`src/common/riscv_pkg.sv`:
```
// Shared constants, width types, ALU enum and pipeline structs, imported by every core module
package riscv_pkg;

  //////////////////////////////////////////////////
  // Widths and reset values
  //////////////////////////////////////////////////

  localparam int XLEN         = 32;
  localparam int ILEN         = 32;
  localparam int AR_BITS      = 5;
  localparam int DU_ADDR_SIZE = 12;

  typedef logic [XLEN-1:0]         xlen_t;
  typedef logic [ILEN-1:0]         instr_t;
  typedef logic [AR_BITS-1:0]      reg_addr_t;
  typedef logic [DU_ADDR_SIZE-1:0] du_addr_t;

  localparam xlen_t    PC_INIT    = 32'h0000_0200;
  // 0x000..0x01F select x0..x31
  localparam du_addr_t DU_PC_ADDR = 12'h020;

  // Major opcodes handled by the core
  localparam logic [6:0] OPC_OP_IMM = 7'b0010011;
  localparam logic [6:0] OPC_OP     = 7'b0110011;
  localparam logic [6:0] OPC_LUI    = 7'b0110111;

  typedef enum logic [3:0] {
    ALU_ADD, ALU_SUB, ALU_SLL, ALU_SLT, ALU_SLTU,
    ALU_XOR, ALU_SRL, ALU_SRA, ALU_OR, ALU_AND
  } alu_op_e;

  //////////////////////////////////////////////////
  // Stage payloads
  //////////////////////////////////////////////////

  typedef struct packed {
    logic   valid;
    xlen_t  pc;
    instr_t instr;
  } fetch_s;

  typedef struct packed {
    logic      valid;
    alu_op_e   op;
    reg_addr_t rs1;
    reg_addr_t rs2;
    reg_addr_t rd;
    xlen_t     imm;
    logic      use_imm;
    logic      lui;
    logic      we;
  } decoded_s;

  typedef struct packed {
    logic      valid;
    logic      we;
    reg_addr_t rd;
    xlen_t     value;
  } wb_s;

endpackage

```
`src/rtl/riscv_rf.sv`:
```
// Integer register file, two combinational read ports, written from write-back or debug
`timescale 1ns/10ps

module riscv_rf import riscv_pkg::*; (
  input  logic      clk_i,
  input  logic      reset_i,
  input  reg_addr_t rf_src1_i,
  input  reg_addr_t rf_src2_i,
  output xlen_t     rf_srcv1_o,
  output xlen_t     rf_srcv2_o,
  input  wb_s       wb_i,
  input  logic      du_we_rf_i,
  input  du_addr_t  du_addr_i,
  input  xlen_t     du_dato_i,
  output xlen_t     du_dati_rf_o
);

  xlen_t     regs [1:31];
  reg_addr_t du_reg;

  assign du_reg = du_addr_i[AR_BITS-1:0];

  always_ff @(posedge clk_i) begin
    if (wb_i.valid && wb_i.we && wb_i.rd != '0) begin
      regs[wb_i.rd] <= wb_i.value;
    end else if (du_we_rf_i && du_reg != '0) begin
      regs[du_reg] <= du_dato_i;
    end
  end

  // x0 is hardwired to zero
  assign rf_srcv1_o   = (rf_src1_i == '0) ? '0 : regs[rf_src1_i];
  assign rf_srcv2_o   = (rf_src2_i == '0) ? '0 : regs[rf_src2_i];
  assign du_dati_rf_o = (du_reg == '0) ? '0 : regs[du_reg];

  a_single_writer: assert property (@(posedge clk_i) disable iff (reset_i)
    !(du_we_rf_i && wb_i.valid && wb_i.we));

endmodule

```
`src/core/riscv_if.sv`:
```
// Instruction fetch unit, issues one sequential request at a time and hands parcels to decode
`timescale 1ns/10ps

module riscv_if import riscv_pkg::*; (
  input  logic   clk_i,
  input  logic   reset_i,
  input  logic   du_stall_i,
  input  logic   du_we_pc_i,
  input  xlen_t  du_dato_i,
  input  instr_t if_parcel_i,
  input  logic   if_parcel_valid_i,
  output logic   if_req_o,
  output xlen_t  if_nxt_pc_o,
  output logic   if_idle_o,
  output fetch_s fetch_o
);

  typedef enum logic {IDLE, WAIT} if_state_e;

  if_state_e state_q, state_d;
  xlen_t     pc_q;
  fetch_s    fetch_q;
  logic      accept;

  assign accept = (state_q == WAIT) && if_parcel_valid_i;

  // A stall only takes effect between requests
  always_comb begin
    state_d = state_q;
    case (state_q)
      IDLE: if (!du_stall_i) state_d = WAIT;
      WAIT: if (accept && du_stall_i) state_d = IDLE;
      default: state_d = IDLE;
    endcase
  end

  always_ff @(posedge clk_i) begin
    if (reset_i) begin
      state_q <= IDLE;
      pc_q    <= PC_INIT;
    end else begin
      state_q <= state_d;
      if (accept) begin
        pc_q <= pc_q + xlen_t'(4);
      end else if (state_q == IDLE && du_we_pc_i) begin
        pc_q <= du_dato_i;
      end
    end
  end

  // Capture parcel together with the PC it was fetched from
  always_ff @(posedge clk_i) begin
    if (accept) begin
      fetch_q.pc    <= pc_q;
      fetch_q.instr <= if_parcel_i;
    end
    fetch_q.valid <= reset_i ? 1'b0 : accept;
  end

  assign if_req_o    = (state_q == WAIT);
  assign if_nxt_pc_o = pc_q;
  assign if_idle_o   = (state_q == IDLE);
  assign fetch_o     = fetch_q;

  // Request and address held until the memory returns the parcel
  a_req_stable: assert property (@(posedge clk_i) disable iff (reset_i)
    (state_q == WAIT && !if_parcel_valid_i) |=> (if_req_o && $stable(if_nxt_pc_o)));

endmodule

```
`src/core/riscv_id.sv`:
```
// Decode stage, turns a fetched RV32I instruction into registered control fields for execute
`timescale 1ns/10ps

module riscv_id import riscv_pkg::*; (
  input  logic     clk_i,
  input  logic     reset_i,
  input  fetch_s   fetch_i,
  output decoded_s id_o
);

  instr_t     instr;
  logic [6:0] opcode;
  logic [2:0] funct3;
  logic [6:0] funct7;
  logic       legal;
  decoded_s   dec;
  decoded_s   id_q;

  // funct3 to ALU op, alt selects SUB or SRA
  function automatic alu_op_e alu_sel(logic [2:0] f3, logic alt_add, logic alt_shr);
    case (f3)
      3'b000:  return alt_add ? ALU_SUB : ALU_ADD;
      3'b001:  return ALU_SLL;
      3'b010:  return ALU_SLT;
      3'b011:  return ALU_SLTU;
      3'b100:  return ALU_XOR;
      3'b101:  return alt_shr ? ALU_SRA : ALU_SRL;
      3'b110:  return ALU_OR;
      default: return ALU_AND;
    endcase
  endfunction

  assign instr  = fetch_i.instr;
  assign opcode = instr[6:0];
  assign funct3 = instr[14:12];
  assign funct7 = instr[31:25];

  always_comb begin
    dec         = '0;
    dec.valid   = fetch_i.valid;
    dec.rs1     = instr[19:15];
    dec.rs2     = instr[24:20];
    dec.rd      = instr[11:7];
    dec.imm     = {{20{instr[31]}}, instr[31:20]};
    dec.op      = alu_sel(funct3, 1'b0, instr[30]);
    legal       = 1'b0;
    case (opcode)
      OPC_OP_IMM: begin
        dec.use_imm = 1'b1;
        legal       = 1'b1;
        // Shifts take a 5-bit shamt, funct7 may only carry the SRA bit
        if (funct3 == 3'b001 || funct3 == 3'b101) begin
          dec.imm = {27'b0, instr[24:20]};
          legal   = (funct7 & 7'b1011111) == 7'b0 && !(funct3 == 3'b001 && instr[30]);
        end
      end
      OPC_OP: begin
        dec.op = alu_sel(funct3, instr[30], instr[30]);
        legal  = (funct7 == 7'b0) ||
                 (funct7 == 7'b0100000 && (funct3 == 3'b000 || funct3 == 3'b101));
      end
      OPC_LUI: begin
        dec.lui = 1'b1;
        dec.imm = {instr[31:12], 12'b0};
        legal   = 1'b1;
      end
      default: legal = 1'b0;
    endcase
    // Anything else, and writes to x0, retire without effect
    dec.we = legal && (dec.rd != '0);
  end

  always_ff @(posedge clk_i) begin
    id_q <= dec;
    if (reset_i) begin
      id_q.valid <= 1'b0;
      id_q.we    <= 1'b0;
    end
  end

  assign id_o = id_q;

endmodule

```
`src/core/riscv_ex.sv`:
```
// Execute stage, forwards the write-back result, runs the ALU and holds the write-back register
`timescale 1ns/10ps

module riscv_ex import riscv_pkg::*; (
  input  logic      clk_i,
  input  logic      reset_i,
  input  decoded_s  id_i,
  output reg_addr_t rf_src1_o,
  output reg_addr_t rf_src2_o,
  input  xlen_t     rf_srcv1_i,
  input  xlen_t     rf_srcv2_i,
  output wb_s       wb_o
);

  xlen_t      src1, src2;
  xlen_t      op_a, op_b;
  xlen_t      alu_res;
  logic [4:0] shamt;
  wb_s        wb_d, wb_q;

  // Result still in write-back wins over the register file
  function automatic xlen_t bypass(reg_addr_t rs, xlen_t rf_val, wb_s wb);
    if (wb.valid && wb.we && wb.rd == rs && rs != '0) return wb.value;
    return rf_val;
  endfunction

  assign rf_src1_o = id_i.rs1;
  assign rf_src2_o = id_i.rs2;

  assign src1  = bypass(id_i.rs1, rf_srcv1_i, wb_q);
  assign src2  = bypass(id_i.rs2, rf_srcv2_i, wb_q);
  assign op_a  = src1;
  assign op_b  = id_i.use_imm ? id_i.imm : src2;
  assign shamt = op_b[4:0];

  always_comb begin
    case (id_i.op)
      ALU_ADD:  alu_res = op_a + op_b;
      ALU_SUB:  alu_res = op_a - op_b;
      ALU_SLL:  alu_res = op_a << shamt;
      ALU_SLT:  alu_res = {{(XLEN-1){1'b0}}, $signed(op_a) < $signed(op_b)};
      ALU_SLTU: alu_res = {{(XLEN-1){1'b0}}, op_a < op_b};
      ALU_XOR:  alu_res = op_a ^ op_b;
      ALU_SRL:  alu_res = op_a >> shamt;
      ALU_SRA:  alu_res = xlen_t'($signed(op_a) >>> shamt);
      ALU_OR:   alu_res = op_a | op_b;
      default:  alu_res = op_a & op_b;
    endcase
  end

  always_comb begin
    wb_d.valid = id_i.valid;
    wb_d.we    = id_i.valid && id_i.we;
    wb_d.rd    = id_i.rd;
    wb_d.value = id_i.lui ? id_i.imm : alu_res;
  end

  always_ff @(posedge clk_i) begin
    wb_q <= wb_d;
    if (reset_i) begin
      wb_q.valid <= 1'b0;
      wb_q.we    <= 1'b0;
    end
  end

  assign wb_o = wb_q;

  // Decode must have filtered x0 destinations
  a_no_x0_write: assert property (@(posedge clk_i) disable iff (reset_i)
    (id_i.valid && id_i.we) |=> (wb_q.rd != '0));

endmodule

```
`src/debug/riscv_du.sv`:
```
// Debug unit, stalls and drains the core, then serves register and next-PC accesses
`timescale 1ns/10ps

module riscv_du import riscv_pkg::*; (
  input  logic     clk_i,
  input  logic     reset_i,
  input  logic     dbg_stall_i,
  input  logic     dbg_strb_i,
  input  logic     dbg_we_i,
  input  du_addr_t dbg_addr_i,
  input  xlen_t    dbg_dati_i,
  output xlen_t    dbg_dato_o,
  output logic     dbg_ack_o,
  input  logic     if_idle_i,
  input  fetch_s   fetch_i,
  input  decoded_s id_i,
  input  wb_s      wb_i,
  input  xlen_t    du_dati_rf_i,
  output logic     du_stall_o,
  output logic     du_we_rf_o,
  output logic     du_we_pc_o,
  output du_addr_t du_addr_o,
  output xlen_t    du_dato_o
);

  typedef enum logic [1:0] {RUN, HALTED, ACK} du_state_e;

  du_state_e state_q, state_d;
  logic      drained;
  logic      access;
  logic      sel_rf, sel_pc;
  xlen_t     nxt_pc_q;
  xlen_t     dato_q;

  //////////////////////////////////////////////////
  // Halt control
  //////////////////////////////////////////////////

  // Nothing in flight anywhere in the pipe
  assign drained = if_idle_i && !fetch_i.valid && !id_i.valid && !wb_i.valid;

  always_comb begin
    state_d = state_q;
    case (state_q)
      RUN:    if (dbg_stall_i && drained) state_d = HALTED;
      HALTED: begin
        if (!dbg_stall_i) begin
          state_d = RUN;
        end else if (dbg_strb_i) begin
          state_d = ACK;
        end
      end
      default: state_d = HALTED;
    endcase
  end

  always_ff @(posedge clk_i) begin
    if (reset_i) begin
      state_q <= RUN;
    end else begin
      state_q <= state_d;
    end
  end

  //////////////////////////////////////////////////
  // Access decode
  //////////////////////////////////////////////////

  assign sel_rf = (dbg_addr_i[DU_ADDR_SIZE-1:AR_BITS] == '0);
  assign sel_pc = (dbg_addr_i == DU_PC_ADDR);
  // One cycle per strobe, the next state is ACK
  assign access = (state_q == HALTED) && dbg_stall_i && dbg_strb_i;

  assign du_we_rf_o = access && dbg_we_i && sel_rf;
  assign du_we_pc_o = access && dbg_we_i && sel_pc;
  assign du_addr_o  = dbg_addr_i;
  assign du_dato_o  = dbg_dati_i;
  assign du_stall_o = dbg_stall_i || (state_q != RUN);

  // Shadow of the next fetch address
  always_ff @(posedge clk_i) begin
    if (reset_i) begin
      nxt_pc_q <= PC_INIT;
    end else if (du_we_pc_o) begin
      nxt_pc_q <= dbg_dati_i;
    end else if (fetch_i.valid) begin
      nxt_pc_q <= fetch_i.pc + xlen_t'(4);
    end
  end

  // Unmapped addresses read as zero
  always_ff @(posedge clk_i) begin
    if (access) begin
      dato_q <= sel_pc ? nxt_pc_q : (sel_rf ? du_dati_rf_i : '0);
    end
  end

  assign dbg_dato_o = dato_q;
  assign dbg_ack_o  = (state_q == ACK);

  // Pipe must stay empty for as long as the host owns the core
  a_halted_drained: assert property (@(posedge clk_i) disable iff (reset_i)
    (state_q != RUN) |-> drained);

endmodule

```
`src/rtl/riscv_core.sv`:
```
// Core top level, connects fetch, decode, execute, register file and debug unit
`timescale 1ns/10ps

module riscv_core import riscv_pkg::*; (
  input  logic     clk_i,
  input  logic     reset_i,
  // Instruction bus
  output logic     if_req_o,
  output xlen_t    if_nxt_pc_o,
  input  instr_t   if_parcel_i,
  input  logic     if_parcel_valid_i,
  // Debug bus
  input  logic     dbg_stall_i,
  input  logic     dbg_strb_i,
  input  logic     dbg_we_i,
  input  du_addr_t dbg_addr_i,
  input  xlen_t    dbg_dati_i,
  output xlen_t    dbg_dato_o,
  output logic     dbg_ack_o
);

  fetch_s    fetch;
  decoded_s  id;
  wb_s       wb;
  reg_addr_t rf_src1, rf_src2;
  xlen_t     rf_srcv1, rf_srcv2;
  logic      if_idle;
  logic      du_stall, du_we_rf, du_we_pc;
  du_addr_t  du_addr;
  xlen_t     du_dato, du_dati_rf;

  riscv_if if_unit (
    .clk_i, .reset_i,
    .du_stall_i(du_stall), .du_we_pc_i(du_we_pc), .du_dato_i(du_dato),
    .if_parcel_i, .if_parcel_valid_i, .if_req_o, .if_nxt_pc_o,
    .if_idle_o(if_idle), .fetch_o(fetch)
  );

  riscv_id id_unit (.clk_i, .reset_i, .fetch_i(fetch), .id_o(id));

  riscv_ex ex_unit (
    .clk_i, .reset_i, .id_i(id),
    .rf_src1_o(rf_src1), .rf_src2_o(rf_src2),
    .rf_srcv1_i(rf_srcv1), .rf_srcv2_i(rf_srcv2), .wb_o(wb)
  );

  riscv_rf rf_unit (
    .clk_i, .reset_i,
    .rf_src1_i(rf_src1), .rf_src2_i(rf_src2),
    .rf_srcv1_o(rf_srcv1), .rf_srcv2_o(rf_srcv2), .wb_i(wb),
    .du_we_rf_i(du_we_rf), .du_addr_i(du_addr), .du_dato_i(du_dato),
    .du_dati_rf_o(du_dati_rf)
  );

  riscv_du du_unit (
    .clk_i, .reset_i,
    .dbg_stall_i, .dbg_strb_i, .dbg_we_i, .dbg_addr_i, .dbg_dati_i, .dbg_dato_o, .dbg_ack_o,
    .if_idle_i(if_idle), .fetch_i(fetch), .id_i(id), .wb_i(wb), .du_dati_rf_i(du_dati_rf),
    .du_stall_o(du_stall), .du_we_rf_o(du_we_rf), .du_we_pc_o(du_we_pc),
    .du_addr_o(du_addr), .du_dato_o(du_dato)
  );

endmodule

```
`config.mk`:
```
export PLATFORM = sky130hd
export DESIGN_NAME = riscv_core
export DESIGN_NICKNAME = d
export VERILOG_FILES = /design/src/common/riscv_pkg.sv /design/src/rtl/riscv_rf.sv /design/src/core/riscv_if.sv /design/src/core/riscv_id.sv /design/src/core/riscv_ex.sv /design/src/debug/riscv_du.sv /design/src/rtl/riscv_core.sv
export SDC_FILE = /design/constraint.sdc
export NUM_CORES = 2
export LEC_CHECK = 0
export BUFFER_PORTS_ARGS = -buffer_cell sky130_fd_sc_hd__buf_2
export CORE_MARGIN = 5
export CORE_UTILIZATION = 45
export DETAILED_ROUTE_END_ITERATION = 7
export HOLD_SLACK_MARGIN = 0.05
export PLACE_DENSITY = 0.59
export SETUP_SLACK_MARGIN = 0.15
export SLEW_MARGIN = 20
export SYNTH_ARGS = -nofsm -noshare
export SYNTH_HDL_FRONTEND = slang
export SYNTH_SLANG_ARGS = --single-unit
```
`constraint.sdc`:
```
create_clock -name clk_i -period 21.1 [get_ports clk_i]
set_clock_uncertainty 0.05 [all_clocks]
set_input_delay 5.275 -clock clk_i [delete_from_list [all_inputs] [get_ports clk_i]]
set_output_delay 5.275 -clock clk_i [all_outputs]
set_load 0.02 [all_outputs]
```
==> run_results.csv <==
group,metric,value,unit
outcome,status,"finished, final reports clean",
clock_tree,numCtsBuffers,140,
clock_tree,hold_buffers,0,
setup_path,cp_top_family,"simple AND/OR/NAND/NOR gates",
setup_path,cp_common_cell,"buf_4",
grt,grt_pass1_vias,54800,
grt,antenna_found_initial,24,
setup_path,start_kind,"input port",
pwr,leakagePower,27.4,nW
sta,fin_crit,10.08,ns
grt,grt.total_usage,35.6,%
sta,worst_slack,11.02,ns
sta,hold_slack,0.249,ns
sta,hold_viol,0,
sta,max_slew_margin,8.88,%
sta,finalSetupTns,0,ns
floorplan,dieArea,0.172,mm2
clock_tree,clk_latency,0.84,ns
clock_tree,ctsRootBufferMaster,"clkbuf_16",
clock_tree,cts_sinks,1250,
setup_path,path_max_fanout,64,
cells_and_area,final_cell_mix,"edfxtp_1 (1088), mux4_2 (570), mux2i_1 (364)",
routing,drt_iter0_drc,9435,
place,port_buffers,147,
cells_and_area,final-seq-area,0.0359,mm2
flow_run,drv_cap,0,
cells_and_area,multiInputGateArea,0.0354,mm2
clock_tree,clock_tree.buffer_depth,3,
routing,vias_per_cell,7.35,
synthesis,syn_nets,5849,
min_path,hold_class,"flop to flop",
synthesis,avgSynthCellArea,13.0,um2
synthesis,synthTopCellsByArea,"edfxtp_1 (44%), mux4_2 (17%), mux2i_1 (4.9%)",
synthesis,syn_inst,5666,
setup_path,crit_arrival,10.46,ns
synthesis,synth_top_area_cell,"edfxtp_1",
synthesis,ys.flop_type,"edfxtp_1",
cells_and_area,fillers,13900,
synthesis,ys_ff_latch,1250,
synthesis,async_flop_share,0,%
synthesis,synth_top_area_share,44.4,%
routing,drt_wl_total,315000,um
grt,grt_pass1_wl,436000,um
synthesis,synth.distinct_cells,103,
synthesis,synth_edf_count,1088,
cells_and_area,finish.utilization,50.0,%
floorplan,coreArea,0.163,mm2
clock_tree,htree_levels,4,
routing,ant_nets,0,
clock_tree,cts.clk_slew.worst_paths,0.06,ns
setup_path,reg2reg_slack,11.55,ns
sta,rsz0062_at_grt,"no",
sta,clock.fmax,99.2,MHz
cells_and_area,finalNetCount,5836,
place,post-dp-hpwl,209000,um
routing,dr.pass1.iters,6,
pwr,p_per_area,77.0,mW/mm2
setup_path,critPathCaptureType,"flop",
routing,wire_per_inst,39.7,um
floorplan,num_io_pins,148,
synthesis,syn_area,0.0736,mm2
grt,overflow,0,
setup_path,path_cells,"buf_8 > or2_2 > nor3_2 > nor2_1 > and2_2 > buf_4 > nand3_2 > buf_4 > mux2i_1 > or2_2 > nor2_4 > buf_4",
clock_tree,cts_tree,"done",
routing,vias,58400,
sta,setup_viol,0,
setup_path,slowest_stage,"nor2_4",
pwr,ir_worst_vdd,0.0790,mV
synthesis,synth_warnings,0,
setup_path,cp_data_required_time,21.48,ns
grt,grt_start_max_net_pins,116,
setup_path,max_stage_delay,0.72,ns
sta,fin_crit_sh,47.8,%
sta,maxSlewViolCount,0,
clock_tree,cts_resized,0,
setup_path,critical_path_class,"input port to flop",
setup_path,crit_buf_inv,4,
clock_tree,postCtsSetupBuffers,0,
cells_and_area,layout-drive-gt1-share,23.8,%
cells_and_area,final_common_cell,"edfxtp_1",
synthesis,ys_seq_area_share,48.8,%
routing,drc,0,
cells_and_area,area_growth,10.5,%
sta,worst_slew_pin_slew,1.36,ns
floorplan,fp-row-count,148,
floorplan,initial_core_util,45.2,%
place,dpl_worst_slack,10.01,ns
floorplan,die_x,415,um
place,globalplace.congestion,1.06,
floorplan,dieHeight,415,um
## worst reg2reg max path, stage by stage, from the launching register on
cell,delay (ns)
dfxtp_4,0.95
buf_4,0.80
buf_4,0.76
buf_4,0.72
mux4_2,0.42
mux2_2,0.27
a221oi_1,0.52
nor3_1,0.28
a21oi_1,0.52
o21ai_0,0.24
ha_1,0.59
nor3_1,0.19
nand2_1,0.10
a211oi_1,0.07
o31ai_1,0.48
a31oi_1,0.27
a211oi_1,0.71
o21bai_1,0.12
a21oi_1,0.22
o22ai_1,0.09
o21ai_0,0.67
a31oi_1,0.31
## final cells by class
cell class              instances  area share (%)
diodes                          7          0.0215
clock buffers                 170            4.51
clock inverters                82            1.21
inverters                     113           0.526
multi-input cells            3821            43.6
flip-flops and latches       1250            44.2
well taps                    2175            3.35
repair buffers                327            2.64
## worst paths after layout
kind / startpoint / endpoint / cells past startpoint
setup / recovery: dbg_addr_i[1] / rf_unit.regs[12][1] / 12
hold reg to reg: id_unit.id_o[38] / ex_unit.wb_o[35] / 0
setup reg to reg: ex_unit.rf_src2_o[1] / ex_unit.wb_o[26] / 21
hold / removal: id_unit.id_o[38] / ex_unit.wb_o[35] / 0
## power breakdown
part | switching [W] | internal, W
combinational | 0.000636 | 0.000275
sequential | 0.0000586 | 0.00279
clock | 0.00109 | 0.00141
## layer usage
layer | vias to the layer above | GRT usage [%] | part of all wire (%)
met5 | - | 0 | 0.057
met4 | 24 | 21.8 | 7.7
met3 | 1021 | 12.9 | 14
met2 | 4774 | 50.2 | 42
met1 | 29700 | 46.9 | 36
li1 | 22900 | - | -
## cell families after synthesis
group | after synthesis | share of synthesized area [%]
compound gates | 1434 | 13.3
flops | 1250 | 48.8
simple gates | 1179 | 7.52
mux | 1060 | 24.4
buf+inv | 595 | 3.69
fa+ha+maj | 101 | 1.74
xor+xnor | 47 | 0.559
## stage by stage
step	total power, W	std cells	area, um2
floorplan	0.00340	5666	73600
global placement	0.00377	7686	76700
detailed placement	0.00377	7686	76700
CTS	0.00624	7938	81300
global route	0.00641	7938	81300
finish	0.00626	7945	81300
## state kept, by name (all words and copies together), names as in the netlist
register	count
rf_unit.regs	992
if_unit.fetch_o	65
id_unit.id_o	45
ex_unit.wb_o	39
du_unit.dbg_dato_o	32
du_unit.nxt_pc_q	32
if_unit.if_nxt_pc_o	32
ex_unit.rf_src1_o	5
ex_unit.rf_src2_o	5
du_unit.state_q	2
if_unit.if_req_o	1
## cells in the mapped netlist (104+ instances only)
library cell and instances:
clkbuf_1 279, nand3_1 153, dfxtp_1 162, nand2_1 346, o21ai_0 237, a21oi_1 334, mux4_2 570, mux2_2 122
nor2_1 334, edfxtp_1 1088, mux2i_1 364, inv_1 104
Power figures use the tool's default switching activity.
